File: src/hw/core_pkg.sv
package core_pkg;

    // data and address width
    parameter int xlen = 32;

    // major opcodes handled by the exec unit
    parameter logic [6:0] op_imm    = 7'b0010011;
    parameter logic [6:0] op_reg    = 7'b0110011;
    parameter logic [6:0] op_system = 7'b1110011;

    // add/addi share funct3, sub is picked out by funct7
    parameter logic [2:0] f3_add = 3'b000;
    parameter logic [6:0] f7_sub = 7'b0100000;

    // full ecall encoding, everything but the opcode is zero
    parameter logic [31:0] ecall_word = 32'h00000073;

    // one instruction word, seen either as R-type or as I-type
    typedef union packed {
        struct packed {
            logic [6:0] funct7;
            logic [4:0] rs2;
            logic [4:0] rs1;
            logic [2:0] funct3;
            logic [4:0] rd;
            logic [6:0] opcode;
        } r;
        struct packed {
            logic [11:0] imm;
            logic [4:0]  rs1;
            logic [2:0]  funct3;
            logic [4:0]  rd;
            logic [6:0]  opcode;
        } i;
    } inst_t;

endpackage

File: src/hw/time_counter.sv
`timescale 1ns/1ps

module time_counter #(
    parameter int FMAX_MHz = 18
) (
    input  logic        clkConstrained,
    input  logic        rst_n,
    output logic [63:0] reg_cycle,
    output logic [63:0] reg_time
);

    // prescaler needs at least one bit even for a 1 MHz clock
    localparam int pre_w = (FMAX_MHz > 1) ? $clog2(FMAX_MHz) : 1;
    localparam logic [pre_w-1:0] pre_last = pre_w'(FMAX_MHz - 1);

    logic [pre_w-1:0] prescale;

    // cycle count, one per clock
    always_ff @(posedge clkConstrained or negedge rst_n) begin
        if (!rst_n) begin
            reg_cycle <= '0;
        end else begin
            reg_cycle <= reg_cycle + 64'd1;
        end
    end

    // microsecond count, bumped when the prescaler wraps
    always_ff @(posedge clkConstrained or negedge rst_n) begin
        if (!rst_n) begin
            prescale <= '0;
            reg_time <= '0;
        end else begin
            if (prescale == pre_last) begin
                prescale <= '0;
                reg_time <= reg_time + 64'd1;
            end else begin
                prescale <= prescale + 1'b1;
            end
        end
    end

    // reg_time tracks reg_cycle / FMAX_MHz at every edge

endmodule

File: src/hw/fetch_unit.sv
`timescale 1ns/1ps

module fetch_unit (
    input  logic                     clkConstrained,
    input  logic                     rst_n,

    // instruction memory, four-phase req/ack
    output logic                     imem_req,
    output logic [core_pkg::xlen-1:0] imem_addr,
    input  logic                     imem_ack,
    input  logic [core_pkg::xlen-1:0] imem_rdata,

    // queue write side
    output logic                     push,
    output logic [core_pkg::xlen-1:0] push_data,
    input  logic                     full,

    // stop fetching after ecall
    input  logic                     exited
);

    // handshake phases
    localparam logic [1:0] st_idle    = 2'd0;
    localparam logic [1:0] st_request = 2'd1;
    localparam logic [1:0] st_release = 2'd2;

    logic [1:0]                state;
    logic [core_pkg::xlen-1:0] pc;

    always_ff @(posedge clkConstrained or negedge rst_n) begin
        if (!rst_n) begin
            state <= st_idle;
            pc    <= '0;
        end else begin
            case (state)
                st_idle: begin
                    // a free slot stays free until our own push
                    if (!full && !exited) begin
                        state <= st_request;
                    end
                end
                st_request: begin
                    // word is captured this cycle, req drops next
                    if (imem_ack) begin
                        state <= st_release;
                        pc    <= pc + core_pkg::xlen'(4);
                    end
                end
                st_release: begin
                    // wait for memory to drop ack before the next req
                    if (!imem_ack) begin
                        state <= st_idle;
                    end
                end
                default: begin
                    state <= st_idle;
                end
            endcase
        end
    end

    // req held with a stable address for the whole request phase
    assign imem_req  = (state == st_request);
    assign imem_addr = pc;

    // push in the cycle ack is seen with req still high
    assign push      = (state == st_request) && imem_ack;
    assign push_data = imem_rdata;

endmodule

File: src/hw/inst_queue.sv
`timescale 1ns/1ps

module inst_queue #(
    parameter int QUEUE_DEPTH = 4
) (
    input  logic                      clkConstrained,
    input  logic                      rst_n,

    input  logic                      push,
    input  logic [core_pkg::xlen-1:0] push_data,
    input  logic                      pop,
    output logic [core_pkg::xlen-1:0] pop_data,

    output logic                      full,
    output logic                      empty
);

    localparam int ptr_w = (QUEUE_DEPTH > 1) ? $clog2(QUEUE_DEPTH) : 1;
    localparam int cnt_w = $clog2(QUEUE_DEPTH + 1);

    logic [core_pkg::xlen-1:0] mem [0:QUEUE_DEPTH-1];
    logic [ptr_w-1:0]          wr_ptr;
    logic [ptr_w-1:0]          rd_ptr;
    logic [cnt_w-1:0]          count;

    logic do_push;
    logic do_pop;

    assign do_push = push && !full;
    assign do_pop  = pop && !empty;

    // storage, written only on an accepted push
    always_ff @(posedge clkConstrained) begin
        if (do_push) begin
            mem[wr_ptr] <= push_data;
        end
    end

    // pointers wrap explicitly at the last slot
    always_ff @(posedge clkConstrained or negedge rst_n) begin
        if (!rst_n) begin
            wr_ptr <= '0;
            rd_ptr <= '0;
            count  <= '0;
        end else begin
            if (do_push) begin
                wr_ptr <= (wr_ptr == ptr_w'(QUEUE_DEPTH - 1)) ? '0 : wr_ptr + 1'b1;
            end
            if (do_pop) begin
                rd_ptr <= (rd_ptr == ptr_w'(QUEUE_DEPTH - 1)) ? '0 : rd_ptr + 1'b1;
            end
            // simultaneous push and pop leaves the count alone
            if (do_push && !do_pop) begin
                count <= count + 1'b1;
            end else if (do_pop && !do_push) begin
                count <= count - 1'b1;
            end
        end
    end

    // head of queue, valid whenever empty is low
    assign pop_data = mem[rd_ptr];

    assign full  = (count == cnt_w'(QUEUE_DEPTH));
    assign empty = (count == '0);

endmodule

File: src/hw/exec_unit.sv
`timescale 1ns/1ps

module exec_unit (
    input  logic                      clkConstrained,
    input  logic                      rst_n,

    // queue read side
    output logic                      pop,
    input  logic [core_pkg::xlen-1:0] pop_data,
    input  logic                      empty,

    // status
    output logic                      exited,
    output logic [core_pkg::xlen-1:0] gp,
    output logic [5:0]                led
);

    core_pkg::inst_t inst;

    logic [core_pkg::xlen-1:0] regs [0:31];

    logic [core_pkg::xlen-1:0] rs1_val;
    logic [core_pkg::xlen-1:0] rs2_val;
    logic [core_pkg::xlen-1:0] imm_ext;

    logic                      wr_en;
    logic [4:0]                wr_idx;
    logic [core_pkg::xlen-1:0] wr_data;
    logic                      is_ecall;

    // one instruction per cycle while words are waiting
    assign pop  = !empty && !exited;
    assign inst = pop_data;

    // operand reads, x0 always reads as zero
    assign rs1_val = (inst.r.rs1 == 5'd0) ? '0 : regs[inst.r.rs1];
    assign rs2_val = (inst.r.rs2 == 5'd0) ? '0 : regs[inst.r.rs2];

    // sign-extended I-type immediate
    assign imm_ext = {{(core_pkg::xlen - 12){inst.i.imm[11]}}, inst.i.imm};

    // rd sits in the same place in both views
    assign wr_idx = inst.r.rd;

    // decode, anything not listed retires as a no-op
    always_comb begin
        wr_en    = 1'b0;
        wr_data  = '0;
        is_ecall = 1'b0;
        case (inst.r.opcode)
            core_pkg::op_imm: begin
                if (inst.i.funct3 == core_pkg::f3_add) begin
                    wr_en   = 1'b1;
                    wr_data = rs1_val + imm_ext;
                end
            end
            core_pkg::op_reg: begin
                if (inst.r.funct3 == core_pkg::f3_add) begin
                    if (inst.r.funct7 == core_pkg::f7_sub) begin
                        wr_en   = 1'b1;
                        wr_data = rs1_val - rs2_val;
                    end else if (inst.r.funct7 == 7'd0) begin
                        wr_en   = 1'b1;
                        wr_data = rs1_val + rs2_val;
                    end
                end
            end
            core_pkg::op_system: begin
                // only a plain ecall ends the run, ebreak and csr ops fall through
                if (inst == core_pkg::ecall_word) begin
                    is_ecall = 1'b1;
                end
            end
            default: begin
                wr_en = 1'b0;
            end
        endcase
    end

    // register file, written at the edge that ends the pop cycle
    always_ff @(posedge clkConstrained or negedge rst_n) begin
        if (!rst_n) begin
            for (int k = 0; k < 32; k++) begin
                regs[k] <= '0;
            end
        end else begin
            if (pop && wr_en && (wr_idx != 5'd0)) begin
                regs[wr_idx] <= wr_data;
            end
        end
    end

    // sticky exit flag
    always_ff @(posedge clkConstrained or negedge rst_n) begin
        if (!rst_n) begin
            exited <= 1'b0;
        end else begin
            if (pop && is_ecall) begin
                exited <= 1'b1;
            end
        end
    end

    // gp is x3, leds are active low
    assign gp  = regs[3];
    assign led = ~gp[5:0];

endmodule

File: src/hw/soc_top.sv
`timescale 1ns/1ps

module soc_top #(
    parameter int FMAX_MHz    = 18,
    parameter int QUEUE_DEPTH = 4
) (
    input  logic                      clkConstrained,
    input  logic                      rst_n,

    // instruction memory
    output logic                      imem_req,
    output logic [core_pkg::xlen-1:0] imem_addr,
    input  logic                      imem_ack,
    input  logic [core_pkg::xlen-1:0] imem_rdata,

    // status
    output logic [core_pkg::xlen-1:0] gp,
    output logic [5:0]                led,
    output logic                      exit,

    // counters
    output logic [63:0]               reg_cycle,
    output logic [63:0]               reg_time
);

    logic                      push;
    logic [core_pkg::xlen-1:0] push_data;
    logic                      pop;
    logic [core_pkg::xlen-1:0] pop_data;
    logic                      full;
    logic                      empty;

    time_counter #(
        .FMAX_MHz(FMAX_MHz)
    ) i_time_counter (
        .clkConstrained(clkConstrained),
        .rst_n         (rst_n),
        .reg_cycle     (reg_cycle),
        .reg_time      (reg_time)
    );

    // exit from the exec unit also halts fetching
    fetch_unit i_fetch_unit (
        .clkConstrained(clkConstrained),
        .rst_n         (rst_n),
        .imem_req      (imem_req),
        .imem_addr     (imem_addr),
        .imem_ack      (imem_ack),
        .imem_rdata    (imem_rdata),
        .push          (push),
        .push_data     (push_data),
        .full          (full),
        .exited        (exit)
    );

    inst_queue #(
        .QUEUE_DEPTH(QUEUE_DEPTH)
    ) i_inst_queue (
        .clkConstrained(clkConstrained),
        .rst_n         (rst_n),
        .push          (push),
        .push_data     (push_data),
        .pop           (pop),
        .pop_data      (pop_data),
        .full          (full),
        .empty         (empty)
    );

    exec_unit i_exec_unit (
        .clkConstrained(clkConstrained),
        .rst_n         (rst_n),
        .pop           (pop),
        .pop_data      (pop_data),
        .empty         (empty),
        .exited        (exit),
        .gp            (gp),
        .led           (led)
    );

endmodule

File: config.mk
export PLATFORM = sky130hd
export DESIGN_NAME = soc_top
export DESIGN_NICKNAME = d
export VERILOG_FILES = /design/src/hw/core_pkg.sv /design/src/hw/time_counter.sv /design/src/hw/fetch_unit.sv /design/src/hw/inst_queue.sv /design/src/hw/exec_unit.sv /design/src/hw/soc_top.sv
export SDC_FILE = /design/constraint.sdc
export NUM_CORES = 2
export LEC_CHECK = 0
export BUFFER_PORTS_ARGS = -buffer_cell sky130_fd_sc_hd__buf_2
export CAP_MARGIN = 15
export CORE_UTILIZATION = 40
export DETAILED_ROUTE_END_ITERATION = 10
export HOLD_SLACK_MARGIN = 0.1
export PLACE_DENSITY = 0.54
export SKIP_CTS_REPAIR_TIMING = 1
export SLEW_MARGIN = 30
export SYNTH_ARGS = -nofsm -noshare
export SYNTH_HDL_FRONTEND = slang
export SYNTH_SLANG_ARGS = --single-unit
export TNS_END_PERCENT = 100
File: constraint.sdc
create_clock -name clkConstrained -period 18.1 [get_ports clkConstrained]
set_input_delay 0.905 -clock clkConstrained [delete_from_list [all_inputs] [get_ports clkConstrained]]
set_output_delay 0.905 -clock clkConstrained [all_outputs]
set_load 0.01 [all_outputs]
# Word level (Yosys, flattened, before mapping)
# Memories as Yosys holds them, arrays and structs flattened.
# Index checks and enable logic that the tools add are counted.
# W data, S select, Z words.
dict set report word_totals {
  regBits 1199
  latch_bits 0
  ramBits 128
  rom_bits 0
  input_bits 35
  output_inout_bits 200
  word_cells 135
  mem_count 1
}
# memory words word_bits read_ports rd_clocked_by_memory_dff write_ports line_no
set mem_list {}
lappend mem_list {i_inst_queue.mem 4 32 1 0 1 inst_queue.sv:21} ;# logic [core_pkg::xlen-1:0] mem [0:QUEUE_DEPTH-1];
dict set report op_classes {
  addsub 11
  mul 0
  n_div 0
  n_lt_le_gt_ge 4
  n_eq_ne 14
  shifts 0
  muxes 34
  n_bitwise 4
  n_reduce_logical 26
}
# cell n
set op_table {}
lappend op_table {{$bwmux W1024} 1}
lappend op_table {{$mux W32} 11}
lappend op_table {{$bmux W32 S5} 2}
lappend op_table {{$demux W32 S5} 1}
lappend op_table {{$add A64 B1 Y64 const B} 2}
lappend op_table {{$add A32 B32 Y32} 2}
lappend op_table {{$pmux W32 S2} 1}
lappend op_table {{$add A32 B3 Y32 const B} 1}
lappend op_table {{$eq A32 B7 Y1 const B} 1}
lappend op_table {{$sub A32 B32 Y32} 1}
lappend op_table {{$ge A6 B6 Y1 const B} 3}
lappend op_table {{$not A5 Y6} 3}
lappend op_table {{$eq A7 B6 Y1 const B} 2}
lappend op_table {{$logic_and A1 B1 Y1} 11}
lappend op_table {{$logic_not A5 Y1} 2}
lappend op_table {{$mux W2} 5}
lappend op_table {{$mux W1} 8}
lappend op_table {{$eq A7 B5 Y1 const B} 1}
lappend op_table {{$eq A7 B7 Y1 const B} 1}
lappend op_table {{$logic_not A7 Y1} 1}
lappend op_table {{$eq A2 B2 Y1 const B} 3}
lappend op_table {{$logic_not A3 Y1} 2}
lappend op_table {{$lt A6 B1 Y1 const B} 1}
lappend op_table {{$mux W3} 2}
lappend op_table {{19 further kinds} 25}

# Logic depth before layout (Yosys ltp)
# An unclocked memory read counts as a cell.
dict set report logic_depth {
  ltp_word 12
  mapped_depth 35
  mapped_depth_nobuf 25
}

# By module
# From an unflattened synthesis, not the netlist that was laid out.
dict set report unflattened {
  hier_cells 6681
  area_unflattened_um2 72723.5
}
# module instances cells_each area_each_um2 seq_area_each_um2
set modules_own_cells {}
lappend modules_own_cells {exec_unit 1 5740 59791.1 25649.6}
lappend modules_own_cells {time_counter 1 565 6068.3 3328.2}
lappend modules_own_cells {inst_queue 1 205 5084.9 4018.9}
lappend modules_own_cells {fetch_unit 1 171 1779.2 800.8}

# Worst setup path before layout
# OpenSTA, ideal clock, no wires.
dict set report synth_timing {
  path_kind {register to register}
  startpoint {register i_inst_queue.rd_ptr[1]}
  endpoint {register i_exec_unit.regs[378] (netlist name)}
  setup_time_ps 125
  arrival_time_ps 7381
  required_time_ps 17975
  slack_ps 10594
  stages_incl_launch_ff 32
  n_path_buf 10
  synth_period_minus_slack_ps 7506
  path_cell_list {dfrtp_1 > buf_2 > buf_6 > mux4_2 > buf_6 > buf_6 > buf_6 > buf_2 > buf_4 > buf_1 > buf_1 > mux4_2 > nand2_1 > nand3_1 > o211ai_1 > a21oi_1 > ha_1 > fa_1 > a21o_1 > o211a_1 > and2_1 > a32o_1 > o32ai_1 > nand2_1 > a221o_1 > nand4_2 > a31oi_4 > a41oi_2 > xnor2_1 > a221o_1 > buf_6 > mux2_2}
}
dict set report synth_between {
  elab_chain_cells 12
  word_cells_on_any_way 41
  cone_classes {add/sub (3); order compare (2); eq/ne (3); mux (21); bitwise (3); reduce/logical (8); memory (1)}
}
# item line_no
set synth_rtl {}
lappend synth_rtl {{start: declaration} inst_queue.sv:23} ;# logic [ptr_w-1:0] rd_ptr;
lappend synth_rtl {{start signal: assignment} inst_queue.sv:50} ;# rd_ptr <= (rd_ptr == ptr_w'(QUEUE_DEPTH - 1)) ? '0 : rd_ptr + 1'b1;
lappend synth_rtl {{$mem_v2 Z4 W32 (*)} --}
lappend synth_rtl {{$not A5 Y6 (on tied branches)} {exec_unit.sv:36, exec_unit.sv:37}}
lappend synth_rtl {{$bmux W32 S5 (on tied branches)} {exec_unit.sv:36, exec_unit.sv:37}}
lappend synth_rtl {{$mux W32 (on tied branches) (3 in a row)} {exec_unit.sv:36, exec_unit.sv:37}}
lappend synth_rtl {{$add A32 B32 Y32} exec_unit.sv:64} ;# wr_data = rs1_val + rs2_val;
lappend synth_rtl {{$mux W32} exec_unit.sv:62} ;# end else if (inst.r.funct7 == 7'd0) begin
lappend synth_rtl {{$mux W32} exec_unit.sv:59} ;# if (inst.r.funct7 == core_pkg::f7_sub) begin
lappend synth_rtl {{$mux W32} exec_unit.sv:58} ;# if (inst.r.funct3 == core_pkg::f3_add) begin
lappend synth_rtl {{$pmux W32 S2} exec_unit.sv:50} ;# case (inst.r.opcode)
lappend synth_rtl {{$bwmux W1024} exec_unit.sv:88} ;# regs[wr_idx] <= wr_data;
lappend synth_rtl {{end signal: indexed assignment} exec_unit.sv:88}
lappend synth_rtl {{end: declaration} exec_unit.sv:20} ;# logic [core_pkg::xlen-1:0] regs [0:31];
# Every way passes the cells marked *; elsewhere a longest branch is shown, timed or not. The select of a mux whose other input is x is not followed.
# A chain may end at the register's enable or synchronous reset.

# Final worst setup path
dict set report layout_timing {
  startpoint {register i_inst_queue.rd_ptr[0]}
  endpoint {register i_exec_unit.regs[858] (netlist name)}
}
# The elaborated chain is that of the path after synthesis.

==> results.py <==
metrics = {
    "routing": {
        "firstDrtPassIters": 6,
        "via_per_inst": 6.077,
        "ant_nets": 0,
        "drc": 0,
        "drt_iter0_drc": 6132,
        "routedWlPerCell_um": 28.42,
        "finalWirelength_um": 268400,
        "dr_total_vias": 57381,
    },
    "clock_tree": {
        "clock_latency_ns": 0.84,
        "htree_levels": 4,
        "cts_tree": "done",
        "cts_root_buffer": "clkbuf_16",
        "cts.path.max_buffers": 3,
        "path_clk_slew_ns": 0.06,
        "cts_sinks": 1325,
        "cts_made_buffers": 154,
    },
    "yosys": {
        "avgSynthCellArea_um2": 10.32,
        "synth_cell_types": 107,
        "ys_seq_elements": 1325,
        "synthCells": 7015,
        "ys_async_sr_fraction_pct": 90.34,
        "synth_edf_count": 128,
        "syn_area_um2": 72390,
        "synth_seq_area_share_pct": 46.69,
        "ys.warnings.count": 0,
        "synth_flop_cell": "dfrtp_1",
    },
    "worst_setup_path": {
        "worstSetupPathType": "reg -> reg",
        "cpPeakStageDelay_ns": 0.72,
        "cpMaxStageDelayCell": "a31oi_1",
        "cp_num_buf_inv": 5,
        "cpMostUsedCell": "buf_4",
        "cp-end-kind": "flop",
        "critical_path.max_fanout": 45,
        "cp_data_arrival_time_ns": 9.80,
        "worst_ep_required_time_ns": 18.78,
        "critical_path.startpoint_type": "flop",
        "crit_chain": "buf_4, mux2_2, inv_8, buf_4, buf_4, mux4_2, nand2_1, nand3_1, a31oi_1, ha_1, nand2_1, nor2_1, nand2_1, or2_2, nor4b_1, a31oi_1, or4_1, and2_1, a221oi_2, nand3_1, mux2i_1, a221o_1, buf_4, mux2_4",
        "cp_top_family": "buffers and inverters",
    },
    "timing": {
        "min_period_ns": 9.116,
        "finalHoldViolations": 0,
        "setup_viol": 0,
        "fmax_mhz": 109.7,
        "tightest_slew_ns": 1.134,
        "rsz0062_at_grt": "no",
        "final.setup_skew_ns": 0.05605,
        "slew_headroom_pct": 23.91,
        "period_share_pct": 50.36,
        "worst_slack_ns": 8.984,
        "slew_viol_final": 0,
        "fin_setup_tns_ns": 0,
        "timing.hold.ws_ns": 0.3093,
    },
    "floorplan": {
        "dieWidth_um": 427.4,
        "core.rowCount": 155,
        "io_pins": 235,
        "dieHeight_um": 427.4,
        "dieArea_um2": 182700,
        "core-area_um2": 179000,
        "floorplan.initialDensity_pct": 40.44,
    },
    "layout": {
        "layout.nets": 7099,
        "most-common-layout-cells": "1,195 x dfrtp_1, 1,147 x nand2_1, 537 x nor2_1",
        "drive_above_1_share_pct": 19.99,
        "mostFrequentLayoutCell": "dfrtp_1",
        "final_cells": 9443,
        "multi_input_area_um2": 35850,
        "seq_area_um2": 33800,
        "nFillCells": 16999,
        "area_growth_pct": 12.04,
    },
    "power": {
        "power_density_nw_per_um2": 180.4,
        "p_leak_nw": 35.50,
        "vdd_drop_max_mv": 0.1449,
    },
    "status": {
        "status": "complete, no violations",
    },
    "grt": {
        "gr-usage-all-layers_pct": 29.35,
        "grt_start_max_net_pins": 171,
        "antenna_found_initial": 7,
        "grt_pass1_wl_um": 393400,
        "grt_overflow": 0,
        "grt_pass1_vias": 56377,
    },
    "placement": {
        "gp_congestion": 0.9758,
        "io_buffer_count": 232,
        "dp_hpwl_um": 173700,
        "place_ws_ns": 9.061,
        "dp_cells": 9163,
    },
    "run": {
        "cap_violations": 0,
    },
    "hold_path": {
        "hold_class": "in -> reg",
    },
}
cells by family after synthesis:
family          count (synthesis)  share of synthesized area, %
simple gates                 2303                         13.70
mux                           835                         18.69
xor+xnor                      224                         2.721
compound gates               1493                         12.14
buf+inv                       733                         4.274
flops                        1325                         46.69
fa+ha+maj                     101                         1.777
other cells                     1                      0.005180
through the flow:
step	cell area (µm²)	total power [W]	utilization (%)
3_3_place_gp	75550	0.01115	42.21
3_5_place_dp	75700	0.01118	42.29
5_1_grt	81110	0.01525	45.31
2_1_floorplan	72390	0.008491	-
6_report	81110	0.01463	45.31
4_1_cts	81000	0.01451	45.25
state kept, by name, indices dropped and copies added, names as in the netlist, 2 cells and up:
signal                    flops
i_time_counter.reg_cycle     64
i_inst_queue.wr_ptr           2
i_time_counter.prescale       5
i_inst_queue.rd_ptr           2
i_fetch_unit.state            2
i_inst_queue.count            3
i_time_counter.reg_time      64
i_exec_unit.regs            992
i_fetch_unit.imem_addr       30
i_inst_queue.mem            128
i_exec_unit.gp               32
per-layer routing:
layer  vias to the layer above  part of all wire (%)  global-route usage, %
li1                      24923                     -                      -
met1                     29218                    41                  39.51
met2                      2581                    44                  43.95
met3                       649                   8.3                  5.999
met4                        10                   6.4                  16.82
met5                         -                 0.025                      0
where the power goes:
group	internal (W)	switching [W]	leakage (nW)
Clock	0.00195	0.00134	2.58
Sequential	0.00335	0.000287	17.8
Combinational	0.00253	0.00517	15.1
Total	0.00783	0.00680	35.5
area by class of cell:
class                      count  share of cell area [%]
tap                         2355                   3.633
inverter                     104                  0.5168
antenna                        1                0.003085
multi-input combinational   4958                   44.20
clock inverter                59                   1.038
timing repair buffer         424                   3.443
clock buffer                 217                   5.493
sequential                  1325                   41.67
cell usage after synthesis, types with 34 or more instances:
master    count  area share [%]
buf_2        42            0.29
buf_1        65            0.34
buf_4        48            0.50
a31oi_1      92            0.80
mux2i_1     236             3.3
o211ai_1     58            0.60
xor2_1       58            0.70
a21oi_1     478             3.3
o21ai_0     532             3.7
mux2_2      189             2.9
or2_2        51            0.44
ha_1         93             1.6
clkbuf_1    460             2.4
nand3_1     221             1.5
a22oi_1      42            0.44
nand4_1      49            0.42
and3_1       72            0.62
a21o_1       34            0.35
edfxtp_1    128             5.3
mux4_2      385              12
nand2_1    1149             6.0
inv_1        97            0.50
dfrtp_1    1197              41
nor2_1      570             3.0
and2_1       37            0.32
nor3_1       37            0.26
xnor2_1     165             2.0
path summary, 6_finish.rpt:
check                      cells past startpoint                           end                   start  slack, ns
setup / recovery                              24         i_exec_unit.regs[858]  i_inst_queue.rd_ptr[0]       8.98
min in group asynchronous                      2   i_time_counter.reg_time[51]                   rst_n       0.63
max in group asynchronous                      6  i_time_counter.reg_cycle[51]                   rst_n      14.05
setup reg to reg                              24         i_exec_unit.regs[858]  i_inst_queue.rd_ptr[0]       8.98
hold reg to reg                                0        i_exec_unit.regs[1016]  i_exec_unit.regs[1016]       0.38
hold / removal                                 1       i_inst_queue.mem[2][21]          imem_rdata[21]       0.31
Power figures use the tool's default switching activity.
